## src/sram_cfg_pkg.sv

```systemverilog
package sram_cfg_pkg;

    // single bank, 2048 words of 128 bits
    localparam int mem_depth  = 2048;
    localparam int mem_addr_w = $clog2(mem_depth);  // 11 bits
    localparam int mem_data_w = 128;

    // word address into the bank
    typedef logic [mem_addr_w-1:0] mem_addr_t;

    // one memory word
    typedef logic [mem_data_w-1:0] mem_data_t;

endpackage

```

## src/wr_port_pkg.sv

```systemverilog
package wr_port_pkg;

    import sram_cfg_pkg::*;

    // write ports sharing the bank
    localparam int port_num   = 16;
    localparam int port_idx_w = $clog2(port_num);  // 4 bits

    // rotation pointer after reset
    localparam int rr_init = 13;

    typedef logic [port_idx_w-1:0] port_idx_t;

    // one bit per port, bit p belongs to port p
    typedef logic [port_num-1:0] port_vec_t;

    // one write beat as a port drives it, 140 bits
    typedef struct packed {
        mem_addr_t addr;
        mem_data_t data;
        logic      wen;   // beat is written only when set
    } wr_beat_t;

endpackage

```

## src/port_arbiter.sv

```systemverilog
`timescale 1ns/100ps

module port_arbiter
    import wr_port_pkg::*;
(
    input  logic      i_clk,
    input  logic      i_rst_n,

    input  port_vec_t i_wr_req,
    input  port_vec_t i_wr_done,

    output port_vec_t o_wr_grant,
    output port_vec_t o_wr_refuse,
    output port_idx_t o_sel,
    output logic      o_busy
);

    // one-hot state codes
    typedef enum logic [2:0] {
        s_idle  = 3'b001,
        s_arbi  = 3'b010,
        s_write = 3'b100
    } state_t;

    state_t    state;
    state_t    state_nxt;

    port_idx_t rr_ptr;     // search starts here
    port_idx_t sel_q;
    port_idx_t sel_nxt;

    port_idx_t pick;
    logic      pick_vld;

    port_vec_t grant_q;
    port_vec_t refuse_q;
    port_vec_t grant_nxt;

    // first requester at or after the pointer, wrapping past 15
    always_comb begin : rr_search
        port_idx_t idx;
        pick     = rr_ptr;
        pick_vld = 1'b0;
        for (int i = 0; i < port_num; i++) begin
            idx = rr_ptr + port_idx_t'(i);   // 4-bit add wraps
            if (!pick_vld && i_wr_req[idx]) begin
                pick     = idx;
                pick_vld = 1'b1;
            end
        end
    end

    always_comb begin
        state_nxt = state;
        case (state)
            s_idle: begin
                if (|i_wr_req) begin
                    state_nxt = s_arbi;
                end
            end
            s_arbi: begin
                // requests are held until granted, idle is only a fallback
                state_nxt = pick_vld ? s_write : s_idle;
            end
            s_write: begin
                if (i_wr_done[sel_q]) begin   // only the owner's done counts
                    state_nxt = s_idle;
                end
            end
            default: state_nxt = s_idle;
        endcase
    end

    assign sel_nxt   = (state == s_arbi) ? pick : sel_q;
    assign grant_nxt = (state_nxt == s_write) ? (port_vec_t'(1) << sel_nxt) : '0;

    always_ff @(posedge i_clk or negedge i_rst_n) begin
        if (!i_rst_n) begin
            state    <= s_idle;
            rr_ptr   <= port_idx_t'(rr_init);
            sel_q    <= '0;
            grant_q  <= '0;
            refuse_q <= '0;
        end else begin
            state <= state_nxt;
            if (state == s_arbi && pick_vld) begin
                sel_q  <= pick;
                rr_ptr <= rr_ptr + 1'b1;   // advances whoever wins
            end
            grant_q  <= grant_nxt;
            // zero whenever grant is zero
            refuse_q <= (state_nxt == s_write) ? (i_wr_req & ~grant_nxt) : '0;
        end
    end

    assign o_wr_grant  = grant_q;
    assign o_wr_refuse = refuse_q;
    assign o_sel       = sel_q;
    assign o_busy      = (state == s_write);

endmodule

```

## config.mk

```make
export PLATFORM = sky130hd
export DESIGN_NAME = port_arbiter
export DESIGN_NICKNAME = d
export VERILOG_FILES = /design/src/sram_cfg_pkg.sv /design/src/wr_port_pkg.sv /design/src/port_arbiter.sv
export SDC_FILE = /design/constraint.sdc
export NUM_CORES = 1
export LEC_CHECK = 0
export ABC_AREA = 0
export ABC_CLOCK_PERIOD_IN_PS = 5900
export BUFFER_PORTS_ARGS = -buffer_cell sky130_fd_sc_hd__buf_2
export CAP_MARGIN = 5
export CORE_ASPECT_RATIO = 1.5
export CORE_UTILIZATION = 60
export CTS_BUF_LIST = sky130_fd_sc_hd__clkbuf_8
export DETAILED_ROUTE_END_ITERATION = 8
export MAX_ROUTING_LAYER = met4
export PLACE_DENSITY = 0.9
export SLEW_MARGIN = 20
export SYNTH_ARGS = -nofsm -noshare
export SYNTH_HDL_FRONTEND = slang
export SYNTH_SLANG_ARGS = --single-unit
```

## constraint.sdc

```tcl
create_clock -name i_clk -period 5.9 [get_ports i_clk]
set_input_delay 0.59 -clock i_clk [delete_from_list [all_inputs] [get_ports i_clk]]
set_output_delay 0.59 -clock i_clk [all_outputs]
set_load 0.005 [all_outputs]
```

### Word level (Yosys, flattened, before mapping)

Cells that the tools add are included.

| storage, ports and cells | value |
|---|---|
| register bits | 43 |
| bits of input ports | 34 |
| logic and storage cells | 148 |

| operators by class | value |
|---|---|
| multiplexer cells | 72 |
| add/subtract/negate cells | 15 |
| equality and inequality tests | 4 |
| bitwise gates (word level) | 2 |
| reduce and logical (&&, ||, !) cells | 32 |
| order comparisons | 17 |
| shift-type cells | 1 |

Operator list:

| operator | count |
|---|---|
| $lt A4 B5 Y1 const B | 17 |
| $bmux W1 S4 | 17 |
| $mux W4 | 16 |
| $mux W1 | 33 |
| $add A4 B4 Y4 const B | 8 |
| $mux W16 | 2 |
| $add A4 B3 Y4 const B | 4 |
| $and A16 B16 Y16 | 1 |
| $logic_and A1 B1 Y1 | 16 |
| $not A16 Y16 | 1 |
| $reduce_or A16 Y1 | 1 |
| $shl A1 B4 Y16 const A | 1 |
| $logic_not A1 Y1 | 15 |
| $mux W3 | 3 |
| $pmux W3 S3 | 1 |
| $add A4 B2 Y4 const B | 2 |
| $eq A3 B3 Y1 const B | 2 |
| $add A4 B1 Y4 const B | 1 |
| $eq A3 B1 Y1 const B | 1 |
| $eq A3 B2 Y1 const B | 1 |

### Logic depth before layout (Yosys ltp)

Gate-level depths: netlist (run 1).

| logic depth | value |
|---|---|
| word-level depth | 55 |
| depth in mapped cells | 19 |
| mapped depth without buffers | 12 |

### Worst setup path before layout (run 1)

Ideal clock, no wire load.

| path | value |
|---|---|
| path type | register -> register |
| from | register rr_ptr[0] |
| to | register refuse_q[13], in the netlist o_wr_refuse[13] |
| period minus slack after synthesis | 4.455 ns |
| path buffers | 4 |
| cell stages (with the launch flop) | 17 |
| data arrival time | 4.329 ns |
| path slack | 1.445 ns |
| cells stage by stage | dfstp_2 -> buf_6 -> buf_12 -> buf_6 -> inv_1 -> ha_1 -> buf_2 -> mux4_2 -> mux2i_2 -> mux2_4 -> o21ai_0 -> a221oi_2 -> o22ai_4 -> o31a_1 -> o31ai_4 -> o211ai_4 -> o311a_1 |

RTL lines:

| what | line | source |
|---|---|---|
| start: declaration | port_arbiter.sv:28 | `port_idx_t rr_ptr;` |
| start signal: assignment | port_arbiter.sv:80 | `rr_ptr <= port_idx_t'(rr_init);` |
| start signal: assignment | port_arbiter.sv:88 | `rr_ptr <= rr_ptr + 1'b1;` |
| $add A4 B4 Y4 (*) | port_arbiter.sv:45 | `idx = rr_ptr + port_idx_t'(i);` |
| via rr_search.idx[0] | port_arbiter.sv:41 | `port_idx_t idx;` |
| $bmux W1 S4 | port_arbiter.sv:46 | `if (!pick_vld && i_wr_req[idx]) begin` |
| $mux W1 (implied by the code) | port_arbiter.sv:46 |  |
| $logic_and A1 B1 Y1 | port_arbiter.sv:46 |  |
| $mux W1 | port_arbiter.sv:46 |  |
| $mux W3 | port_arbiter.sv:63 | `state_nxt = pick_vld ? s_write : s_idle;` |
| $pmux W3 S3 | port_arbiter.sv:55 | `case (state)` |
| $eq A3 B3 Y1 | port_arbiter.sv:75, port_arbiter.sv:92 |  |
| $mux W16 | port_arbiter.sv:75 | `assign grant_nxt = (state_nxt == s_write) ? (port_vec_t'(1) << sel_nxt) : '0;` |
| $not A16 Y16 | port_arbiter.sv:92 | `refuse_q <= (state_nxt == s_write) ? (i_wr_req & ~grant_nxt) : '0;` |
| $and A16 B16 Y16 | port_arbiter.sv:92 |  |
| $mux W16 (*) | port_arbiter.sv:92 |  |
| end signal: assignment | port_arbiter.sv:92 |  |
| end: declaration | port_arbiter.sv:36 | `port_vec_t refuse_q;` |

Mark *: on every way through the listed nets, which the timed path passes. The rest lies on a longest branch. The select of a mux whose other input is x is not followed.
A chain may end at the register's enable or synchronous reset.

### Final worst setup path (run 1)

| path | value |
|---|---|
| from | register rr_ptr[0] |
| to | register refuse_q[6], in the netlist o_wr_refuse[6] |

Same word-level chain as after synthesis.

==> flow_metrics.env, run 1 <==
export IMPL_rows=38
export IMPL_syn_area_per_cell_um2=10.5
export IMPL_fillers=533
export IMPL_finalMaxSlewViolations=0
export IMPL_root_buffer="clkbuf_8"
export IMPL_io_pins=71
export IMPL_tightest_slew_ps=903
export IMPL_r2r_setup_slack_ps=720
export IMPL_synthCells=420
export IMPL_netlist_area_um2=4420
export IMPL_cp_arrival_ps=5360
export IMPL_dp_cells=566
export IMPL_slowest_stage="ha_1"
export IMPL_post_dp_hpwl_um=10500
export IMPL_post_cts_buffers=0
export IMPL_die_area_um2=7720
export IMPL_die_w_um=72.1
export IMPL_cp_cell_sequence="inv_1 -> ha_1 -> mux4_2 -> mux2i_1 -> mux2_2 -> and3_1 -> nand4_4 -> nor4b_2 -> o31a_1 -> o31a_1 -> o211ai_4 -> o311a_1"
export IMPL_timing_hold_ws_ps=410
export IMPL_crit_type="reg2reg"
export IMPL_rsz0062_at_grt="no"
export IMPL_clk_pin_slew_ps=80
export IMPL_gp_congestion=1.00
export IMPL_grt_max_degree=44
export IMPL_critical_path_top_delay_family="compound AO/OA/AOI/OAI gates"
export IMPL_r2r_end="o_wr_refuse[6]$_DFF_PN0_"
export IMPL_drt_iter0_drc=482
export IMPL_synth_seq_area_share=0.245
export IMPL_fin_cells=574
export IMPL_avgRoutedWirePerCell_um=25.1
export IMPL_grt_pass1_wl_um=22500
export IMPL_crit_path_frequent_cell="o31a_1"
export IMPL_core_area_um2=7180
export IMPL_die_h_um=107
export IMPL_grt_pass1_vias=4079
export IMPL_clock_skew_ps=5.58
export IMPL_cts_max_level=2
export IMPL_yosysTopAreaCell="dfrtp_1"
export IMPL_maxSlewHeadroom=0.398
export IMPL_yosys_area_top_type_share=0.221
export IMPL_status="complete, no violations"
export IMPL_drv_cap=0
export IMPL_cts_tree="done"
export IMPL_critPathLaunchType="register"
export IMPL_path_buf_inv=1
export IMPL_synth_edf_count=0
export IMPL_synth_seq_cells=43
export IMPL_synthesis_nets=461
export IMPL_antenna_diode_count=0
export IMPL_hold_class="in2async"
export IMPL_cts_sinks=43
export IMPL_synthTopCellsByArea="dfrtp_1 (22%), mux4_2 (18%), mux2i_1 (3.8%)"
export IMPL_routed_wl_um=14400
export IMPL_cts_resized=0
export IMPL_max_freq_mhz=193
export IMPL_cpPeakStageDelay_ps=820
export IMPL_gr_usage_all_layers=0.400
export IMPL_vias=4198
export IMPL_syn_to_final_growth_pct=9.99
export IMPL_worst_setup_path_end_kind="register"
export IMPL_hold_viol=0
export IMPL_fin_util=0.677
export IMPL_finalCriticalPeriod_ps=5180
export IMPL_drtPass1Iterations=7
export IMPL_ys_flop_type="dfrtp_1"
export IMPL_detail_route_antenna_nets=0
export IMPL_hold_buffers=0
export IMPL_cts_buffers=5
export IMPL_ys_types=82
export IMPL_rr_worst_depth=12
export IMPL_r2r_start="rr_ptr[0]$_DFFE_PN1P_"
export IMPL_finalSetupViolations=0
export IMPL_initial_core_util=0.616
export IMPL_async_reset_ff_frac=1.00
export IMPL_cts_max_path_buffers=2
export IMPL_crit_fanout=19
export IMPL_drc_errors=0
export IMPL_drive_gt1_frac=0.376
export IMPL_fin_crit_sh=0.878
export IMPL_antenna_found_initial=0
export IMPL_viasPerCell=7.31
export IMPL_port_buffers=70
export IMPL_yosys_warnings=0
export IMPL_clock_latency_ps=300
export IMPL_worstPathRequired_ps=6080
export IMPL_grt_overflow=0
export IMPL_finalSetupTns_ps=0
export IMPL_final_net_count=514
[cell usage in the layout, fill, tap and decap left out, types with 3 or more instances in the layout]
cell / n
dfrtp_1: 39
xnor2_1: 9
nor2_1: 27
a22oi_1: 4
mux2_2: 15
nand4_1: 4
mux2i_1: 17
mux4_2: 35
a211oi_1: 3
a41oi_1: 9
mux2i_2: 4
nand2b_1: 3
a221oi_1: 3
buf_4: 4
nor4_1: 9
clkbuf_8: 6
xnor2_2: 3
and3_1: 4
nor2b_1: 4
o21a_1: 5
o311a_1: 8
a31oi_1: 3
nand3_1: 10
o21ai_0: 17
buf_2: 70
nor3_2: 5
inv_1: 3
inv_2: 3
nor4_2: 6
nor3_1: 10
a21oi_1: 16
ha_1: 7
a21o_1: 8
dfstp_2: 4
nand2_1: 36
[worst max-delay path by stage]
stage | startpoint | end | slack, ps | cells past startpoint
6_report | rr_ptr[0]$_DFFE_PN1P_ | o_wr_refuse[6]$_DFF_PN0_ | 720 | 12
5_1_grt | rr_ptr[0]$_DFFE_PN1P_ | o_wr_refuse[3]$_DFF_PN0_ | 470 | 12
4_1_cts | rr_ptr[0]$_DFFE_PN1P_ | o_wr_refuse[6]$_DFF_PN0_ | 790 | 12
3_5_place_dp | rr_ptr[0]$_DFFE_PN1P_ | o_wr_refuse[6]$_DFF_PN0_ | 840 | 12
3_3_place_gp | rr_ptr[0]$_DFFE_PN1P_ | o_wr_refuse[4]$_DFF_PN0_ | 910 | 12
2_1_floorplan | rr_ptr[0]$_DFFE_PN1P_ | o_wr_refuse[13]$_DFF_PN0_ | 1440 | 16
[routing by layer]
layer,global-route usage,wire length [um]
met1,0.454,4910
met2,0.686,7670
met3,0.0357,997
met4,0.223,817
met5,-,0
[worst reg2reg max path: stages (launching register included)]
cell and delay [ps]:
dfstp_2 540, inv_1 70, ha_1 820, mux4_2 440, mux2i_1 440, mux2_2 330, and3_1 410, nand4_4 310
nor4b_2 370, o31a_1 280, o31a_1 460, o211ai_4 230, o311a_1 350
[cells by family (layout without fill, tap and decap cells)]
kind of cell	after synthesis	in the layout	synth area share
compound gates	114	114	0.205
xor+xnor	13	13	0.0309
fa+ha+maj	7	7	0.0198
buf+inv	35	89	0.0470
flops	43	43	0.245
mux	73	73	0.276
simple gates	135	135	0.176
[state kept, by name, summed over array words and instances (netlist names)]
name         cells
state            3
o_sel            4
o_wr_grant      16
o_wr_refuse     16
rr_ptr           4
[area by class of cell]
| class | instances | area [um2] | area share |
|---|---|---|---|
| clock buffers | 6 | 82.6 | 0.0170 |
| clock inverters | 2 | 35.0 | 0.00721 |
| inverters | 7 | 26.3 | 0.00540 |
| multi-input cells | 342 | 3130 | 0.644 |
| flip-flops and latches | 43 | 1080 | 0.222 |
| well taps | 100 | 125 | 0.0257 |
| repair buffers | 74 | 380 | 0.0782 |
[metrics by stage]
step,setup WS [ps],instance area (um2)
3_5_place_dp,836,4740
5_1_grt,473,4860
2_1_floorplan,1440,4420
4_1_cts,794,4860
6_report,720,4860
3_3_place_gp,911,4740
[synthesized netlist by cell type (all sizes together) (3+ instances only)]
| master | number |
|---|---|
| dfrtp | 39 |
| nand2 | 36 |
| mux4 | 35 |
| nor2 | 29 |
| mux2i | 22 |
| o21ai | 20 |
| a21oi | 18 |
| buf | 16 |
| mux2 | 16 |
| nor3 | 16 |
| nor4 | 15 |
| clkbuf | 12 |
| xnor2 | 12 |
| nand3 | 10 |
| a41oi | 9 |
| a21o | 8 |
| o311a | 8 |
| ha | 7 |
| inv | 6 |
| nand4 | 5 |
| o211ai | 5 |
| o21a | 5 |
| a221oi | 4 |
| a22oi | 4 |
| and3 | 4 |
| dfstp | 4 |
| nor2b | 4 |
| o22ai | 4 |
| a211oi | 3 |
| a31oi | 3 |
| nand2b | 3 |
| o31ai | 3 |
Power of run 1 is left out: the tool's default activity adds up to more than one toggle a clock period on the data nets, which glitch-free logic cannot reach.
==> run 2: changes to the inputs <==
--- a/config.mk
+++ b/config.mk
@@ -5,16 +5,16 @@
 export SDC_FILE = /design/constraint.sdc
 export NUM_CORES = 1
 export LEC_CHECK = 0
-export ABC_AREA = 0
+export ABC_AREA = 1
 export ABC_CLOCK_PERIOD_IN_PS = 5900
 export BUFFER_PORTS_ARGS = -buffer_cell sky130_fd_sc_hd__buf_2
 export CAP_MARGIN = 5
 export CORE_ASPECT_RATIO = 1.5
-export CORE_UTILIZATION = 60
+export CORE_UTILIZATION = 58
 export CTS_BUF_LIST = sky130_fd_sc_hd__clkbuf_8
 export DETAILED_ROUTE_END_ITERATION = 8
 export MAX_ROUTING_LAYER = met4
-export PLACE_DENSITY = 0.9
+export PLACE_DENSITY = 0.89
 export SLEW_MARGIN = 20
 export SYNTH_ARGS = -nofsm -noshare
 export SYNTH_HDL_FRONTEND = slang
==> run 2 against run 1 <==
  * Synthesized cell count increased by 36%
  * Flip-flop and latch count unchanged
  * Non-clock buffer count down 4
  * Highest routed layer unchanged
==> flow_metrics.env, run 2 <==
export IMPL_status="complete, no violations"
export IMPL_yosys_area_top_type_share=0.259
export IMPL_synth_seq_area_share=0.287
export IMPL_worstPathRequired_ps=6100
export IMPL_hold_viol=0
export IMPL_synth_edf_count=0
export IMPL_synthTopCellsByArea="dfrtp_1 (26%), nand2_1 (16%), nand3_1 (15%)"
export IMPL_grt_pass1_wl_um=18300
export IMPL_rows=35
export IMPL_routed_wl_um=11300
export IMPL_root_buffer="clkbuf_8"
export IMPL_worst_setup_path_end_kind="register"
export IMPL_final_common_cell="nand2_1"
export IMPL_drive_gt1_frac=0.220
export IMPL_ys_flop_type="dfrtp_1"
export IMPL_rsz0062_at_grt="no"
export IMPL_gp_congestion=1.02
export IMPL_synthCells=572
export IMPL_slowest_stage="dfstp_2"
export IMPL_finalMaxSlewViolations=0
export IMPL_die_area_um2=6830
export IMPL_vias=4034
export IMPL_fin_crit_sh=0.853
export IMPL_antenna_found_initial=0
export IMPL_hold_class="in2async"
export IMPL_hold_buffers=0
export IMPL_post_cts_buffers=0
export IMPL_grt_max_degree=44
export IMPL_dp_slack_ps=965
export IMPL_drc_errors=0
export IMPL_viasPerCell=5.68
export IMPL_cts_sinks=43
export IMPL_fillers=574
export IMPL_finalSetupViolations=0
export IMPL_maxSlewHeadroom=0.242
export IMPL_yosysTopAreaCell="dfrtp_1"
export IMPL_finalCriticalPeriod_ps=5030
export IMPL_detail_route_antenna_nets=0
export IMPL_crit_type="reg2reg"
export IMPL_io_pins=71
export IMPL_post_dp_hpwl_um=9140
export IMPL_crit_path_frequent_cell="nand3_1"
export IMPL_clock_skew_ps=14.6
export IMPL_cts_max_path_buffers=2
export IMPL_layout_common_cells="nand2_1 (159), nand3_1 (115), buf_2 (70)"
export IMPL_grt_overflow=0
export IMPL_cts_tree="done"
export IMPL_finalSetupTns_ps=0
export IMPL_yosys_warnings=0
export IMPL_cpPeakStageDelay_ps=870
export IMPL_final_net_count=676
export IMPL_drv_cap=0
export IMPL_cts_resized=0
export IMPL_syn_area_per_cell_um2=6.59
export IMPL_setup_ws_ps=867
export IMPL_yosys_top_cells_count="nand2_1 (159), nand3_1 (115), inv_1 (68), nor2_1 (42), dfrtp_1 (39)"
export IMPL_avgRoutedWirePerCell_um=15.9
export IMPL_cp_arrival_ps=5230
export IMPL_cts_buffers=5
export IMPL_clock_latency_ps=300
export IMPL_cts_max_level=2
export IMPL_max_freq_mhz=199
export IMPL_tightest_slew_ps=1130
export IMPL_crit_fanout=25
export IMPL_synthesis_nets=613
export IMPL_syn_to_final_growth_pct=11.4
export IMPL_gr_usage_all_layers=0.367
export IMPL_critPathLaunchType="register"
export IMPL_clk_pin_slew_ps=90
export IMPL_grt_pass1_vias=3893
export IMPL_synth_most_common_cell="nand2_1"
export IMPL_core_area_um2=6220
export IMPL_die_h_um=101
export IMPL_ys_types=48
export IMPL_async_reset_ff_frac=1.00
export IMPL_netlist_area_um2=3770
export IMPL_die_w_um=67.8
export IMPL_initial_core_util=0.606
export IMPL_antenna_diode_count=0
export IMPL_port_buffers=70
export IMPL_drt_iter0_drc=328
export IMPL_synth_seq_cells=43
export IMPL_drtPass1Iterations=6
run 2: layout make-up:
type | instances | area [um2] | share of cell area
tap | 74 | 92.6 | 0.0220
sequential | 43 | 1080 | 0.257
timing repair buffer | 70 | 350 | 0.0834
clock inverter | 3 | 23.8 | 0.00566
clock buffer | 5 | 68.8 | 0.0164
multi-input combinational | 435 | 2280 | 0.542
inverter | 80 | 307 | 0.0730
run 2: cell families (layout without fill, tap and decap cells):
kind of cell	count (synthesis)	after routing	share of synthesized area
xor+xnor	8	8	0.0236
compound gates	48	48	0.0763
mux	2	2	0.00531
buf+inv	94	158	0.109
flops	43	43	0.287
simple gates	370	370	0.476
fa+ha+maj	7	7	0.0232
run 2: critical path: cells and delay by family (launching register included):
family / cells / cell delay [ps]
flip-flops: 1 / 870
buffers and inverters: 3 / 650
AO/OA/AOI/OAI: 1 / 180
adder cells (fa/ha/maj): 1 / 540
AND/OR/NAND/NOR: 21 / 2680
run 2: final timing paths:
kind,start,end,slack (ps),cells after the start
setup / recovery,rr_ptr[0]$_DFFE_PN1P_,o_wr_refuse[1]$_DFF_PN0_,870,26
setup reg to reg,rr_ptr[0]$_DFFE_PN1P_,o_wr_refuse[1]$_DFF_PN0_,870,26
hold reg to reg,state[2]$_DFF_PN0_,state[1]$_DFF_PN0_,520,1
hold / removal,i_rst_n,o_sel[2]$_DFFE_PN0P_,420,1
max in group asynchronous,i_rst_n,o_wr_grant[10]$_DFF_PN0_,4890,1
min in group i_clk,state[2]$_DFF_PN0_,state[1]$_DFF_PN0_,520,1
run 2: per-layer routing:
layer  track usage  routed length [um]  share of wire
met5             -                   0              0
met4         0.196                 540          0.048
met3        0.0373                 533          0.047
met2         0.644                6040           0.54
met1         0.390                4170           0.37
run 2: per-stage QoR:
| stage | instances | hold slack [ps] | utilization | area [um2] |
|---|---|---|---|---|
| 6_report | 710 | 423 | 0.675 | 4200 |
| 5_1_grt | 710 | 505 | 0.675 | 4200 |
| 4_1_cts | 710 | 453 | 0.675 | 4200 |
| 3_5_place_dp | 702 | 503 | 0.661 | 4110 |
| 3_3_place_gp | 702 | 485 | 0.661 | 4110 |
| 2_1_floorplan | 572 | 294 | - | 3770 |
Power of run 2 is left out for the same reason.
==> run 3: changes to the inputs <==
--- a/config.mk
+++ b/config.mk
@@ -9,12 +9,14 @@
 export ABC_CLOCK_PERIOD_IN_PS = 5900
 export BUFFER_PORTS_ARGS = -buffer_cell sky130_fd_sc_hd__buf_2
 export CAP_MARGIN = 5
+export CELL_PAD_IN_SITES_DETAIL_PLACEMENT = 2
+export CELL_PAD_IN_SITES_GLOBAL_PLACEMENT = 2
 export CORE_ASPECT_RATIO = 1.5
-export CORE_UTILIZATION = 58
+export CORE_UTILIZATION = 31
 export CTS_BUF_LIST = sky130_fd_sc_hd__clkbuf_8
 export DETAILED_ROUTE_END_ITERATION = 8
 export MAX_ROUTING_LAYER = met4
-export PLACE_DENSITY = 0.89
+export PLACE_DENSITY = 0.88
 export SLEW_MARGIN = 20
 export SYNTH_ARGS = -nofsm -noshare
 export SYNTH_HDL_FRONTEND = slang
==> run 3 against run 2 <==
  * Register-to-register slack got worse by 240 ps
  * Wire length increased by 38%
  * Clock-buffer cell count unchanged
  * Utilization shrank 31 points
  * Highest routed layer unchanged
  * Via count is 3.5% higher
  * Clock skew is 5.8 ps lower
  * Global-route usage fell by 10 points
==> flow_metrics.env, run 3 (synthesized netlist as in run 2, its figures left out) <==
export IMPL_drv_cap=0
export IMPL_cts_tree="done"
export IMPL_core_area_um2=11900
export IMPL_grt_pass1_vias=4589
export IMPL_layout_common_cells="nand2_1 (159), nand3_1 (115), buf_2 (70)"
export IMPL_clk_pin_slew_ps=90
export IMPL_syn_to_final_growth_pct=14.6
export IMPL_clock_skew_ps=8.87
export IMPL_cts_max_path_buffers=2
export IMPL_cts_sinks=43
export IMPL_port_buffers=70
export IMPL_rsz0062_at_grt="no"
export IMPL_avgRoutedWirePerCell_um=19.7
export IMPL_drt_iter0_drc=139
export IMPL_tightest_slew_ps=967
export IMPL_die_area_um2=12600
export IMPL_cpPeakStageDelay_ps=880
export IMPL_fin_crit_sh=0.894
export IMPL_crit_type="reg2reg"
export IMPL_hold_viol=0
export IMPL_finalSetupTns_ps=0
export IMPL_finalCriticalPeriod_ps=5280
export IMPL_gp_congestion=0.904
export IMPL_timing_hold_ws_ps=422
export IMPL_gr_usage_all_layers=0.265
export IMPL_cp_cell_sequence="inv_4 -> ha_1 -> inv_1 -> nand3_1 -> nand2_1 -> o21ai_0 -> inv_1 -> o21ai_0 -> nor2_4 -> nand4_4 -> nor2_4 -> nand2_4 -> nor2_8 -> nand2_2 -> nor2_4 -> a22oi_1 -> o311ai_2 -> nor2_4 -> nand3_2 -> nor2_1"
export IMPL_grt_overflow=0
export IMPL_clock_latency_ps=310
export IMPL_path_buf_inv=3
export IMPL_drive_gt1_frac=0.224
export IMPL_final_common_cell="nand2_1"
export IMPL_crit_path_frequent_cell="nor2_4"
export IMPL_post_dp_hpwl_um=12500
export IMPL_grt_max_degree=44
export IMPL_crit_fanout=25
export IMPL_worstPathRequired_ps=6120
export IMPL_drc_errors=0
export IMPL_die_h_um=137
export IMPL_die_w_um=92.0
export IMPL_io_pins=71
export IMPL_drtPass1Iterations=4
export IMPL_grt_pass1_wl_um=24700
export IMPL_vias=4175
export IMPL_finalSetupViolations=0
export IMPL_rows=49
export IMPL_cts_buffers=5
export IMPL_status="complete, no violations"
export IMPL_hold_class="in2async"
export IMPL_maxSlewHeadroom=0.355
export IMPL_max_freq_mhz=189
export IMPL_antenna_found_initial=0
export IMPL_root_buffer="clkbuf_8"
export IMPL_cts_max_level=2
export IMPL_routed_wl_um=15600
export IMPL_critical_path_top_delay_family="simple AND/OR/NAND/NOR gates"
export IMPL_viasPerCell=5.27
export IMPL_worst_setup_path_end_kind="register"
export IMPL_detail_route_antenna_nets=0
export IMPL_initial_core_util=0.317
export IMPL_hold_buffers=0
export IMPL_finalMaxSlewViolations=0
export IMPL_slowest_stage="dfstp_2"
export IMPL_cts_resized=0
export IMPL_cp_arrival_ps=5490
export IMPL_post_cts_buffers=0
export IMPL_critPathLaunchType="register"
export IMPL_final_net_count=679
export IMPL_antenna_diode_count=0
## run 3: cell types whose count changed in the layout (fill, tap and decap cells not counted), sizes merged
| cell | change |
|---|---|
| buf | +3 |
## run 3: worst paths after layout
kind	start	cells past startpoint	slack, ps	end
hold reg to reg	state[2]$_DFF_PN0_	1	540	state[1]$_DFF_PN0_
setup reg to reg	rr_ptr[0]$_DFFE_PN1P_	20	620	o_wr_grant[0]$_DFF_PN0_
min in group i_clk	i_wr_req[9]	3	540	o_wr_refuse[9]$_DFF_PN0_
setup / recovery	rr_ptr[0]$_DFFE_PN1P_	20	620	o_wr_grant[0]$_DFF_PN0_
max in group asynchronous	i_rst_n	1	4880	o_wr_grant[8]$_DFF_PN0_
hold / removal	i_rst_n	1	420	o_wr_refuse[5]$_DFF_PN0_
## run 3: worst reg2reg max path, stage by stage (launching register included)
cell,delay [ps]
dfstp_2,880
inv_4,190
ha_1,640
inv_1,380
nand3_1,190
nand2_1,80
o21ai_0,190
inv_1,80
o21ai_0,550
nor2_4,120
nand4_4,120
nor2_4,60
nand2_4,80
nor2_8,40
nand2_2,100
nor2_4,60
a22oi_1,210
o311ai_2,200
nor2_4,470
nand3_2,310
nor2_1,260
## run 3: metal layers
metal,share of wire,global-route usage
met1,0.36,0.251
met3,0.022,0.0206
met5,0,-
met2,0.55,0.511
met4,0.063,0.170
## run 3: per-stage QoR
| step | util | cell area [um2] | std cells | worst slack [ps] |
|---|---|---|---|---|
| global placement | 0.356 | 4230 | 784 | 1050 |
| finish | 0.363 | 4320 | 792 | 623 |
| CTS | 0.363 | 4320 | 792 | 655 |
| floorplan | - | 3770 | 572 | 2260 |
| detailed placement | 0.356 | 4230 | 784 | 780 |
| global route | 0.363 | 4320 | 792 | 279 |
## run 3: area by class of cell
cell class / count / area (um2)
fillers: 1501 / 7570
multi-input cells: 435 / 2280
flip-flops and latches: 43 / 1080
repair buffers: 73 / 373
inverters: 80 / 307
well taps: 153 / 191
clock buffers: 5 / 68.8
clock inverters: 3 / 23.8
Power of run 3 is left out for the same reason.
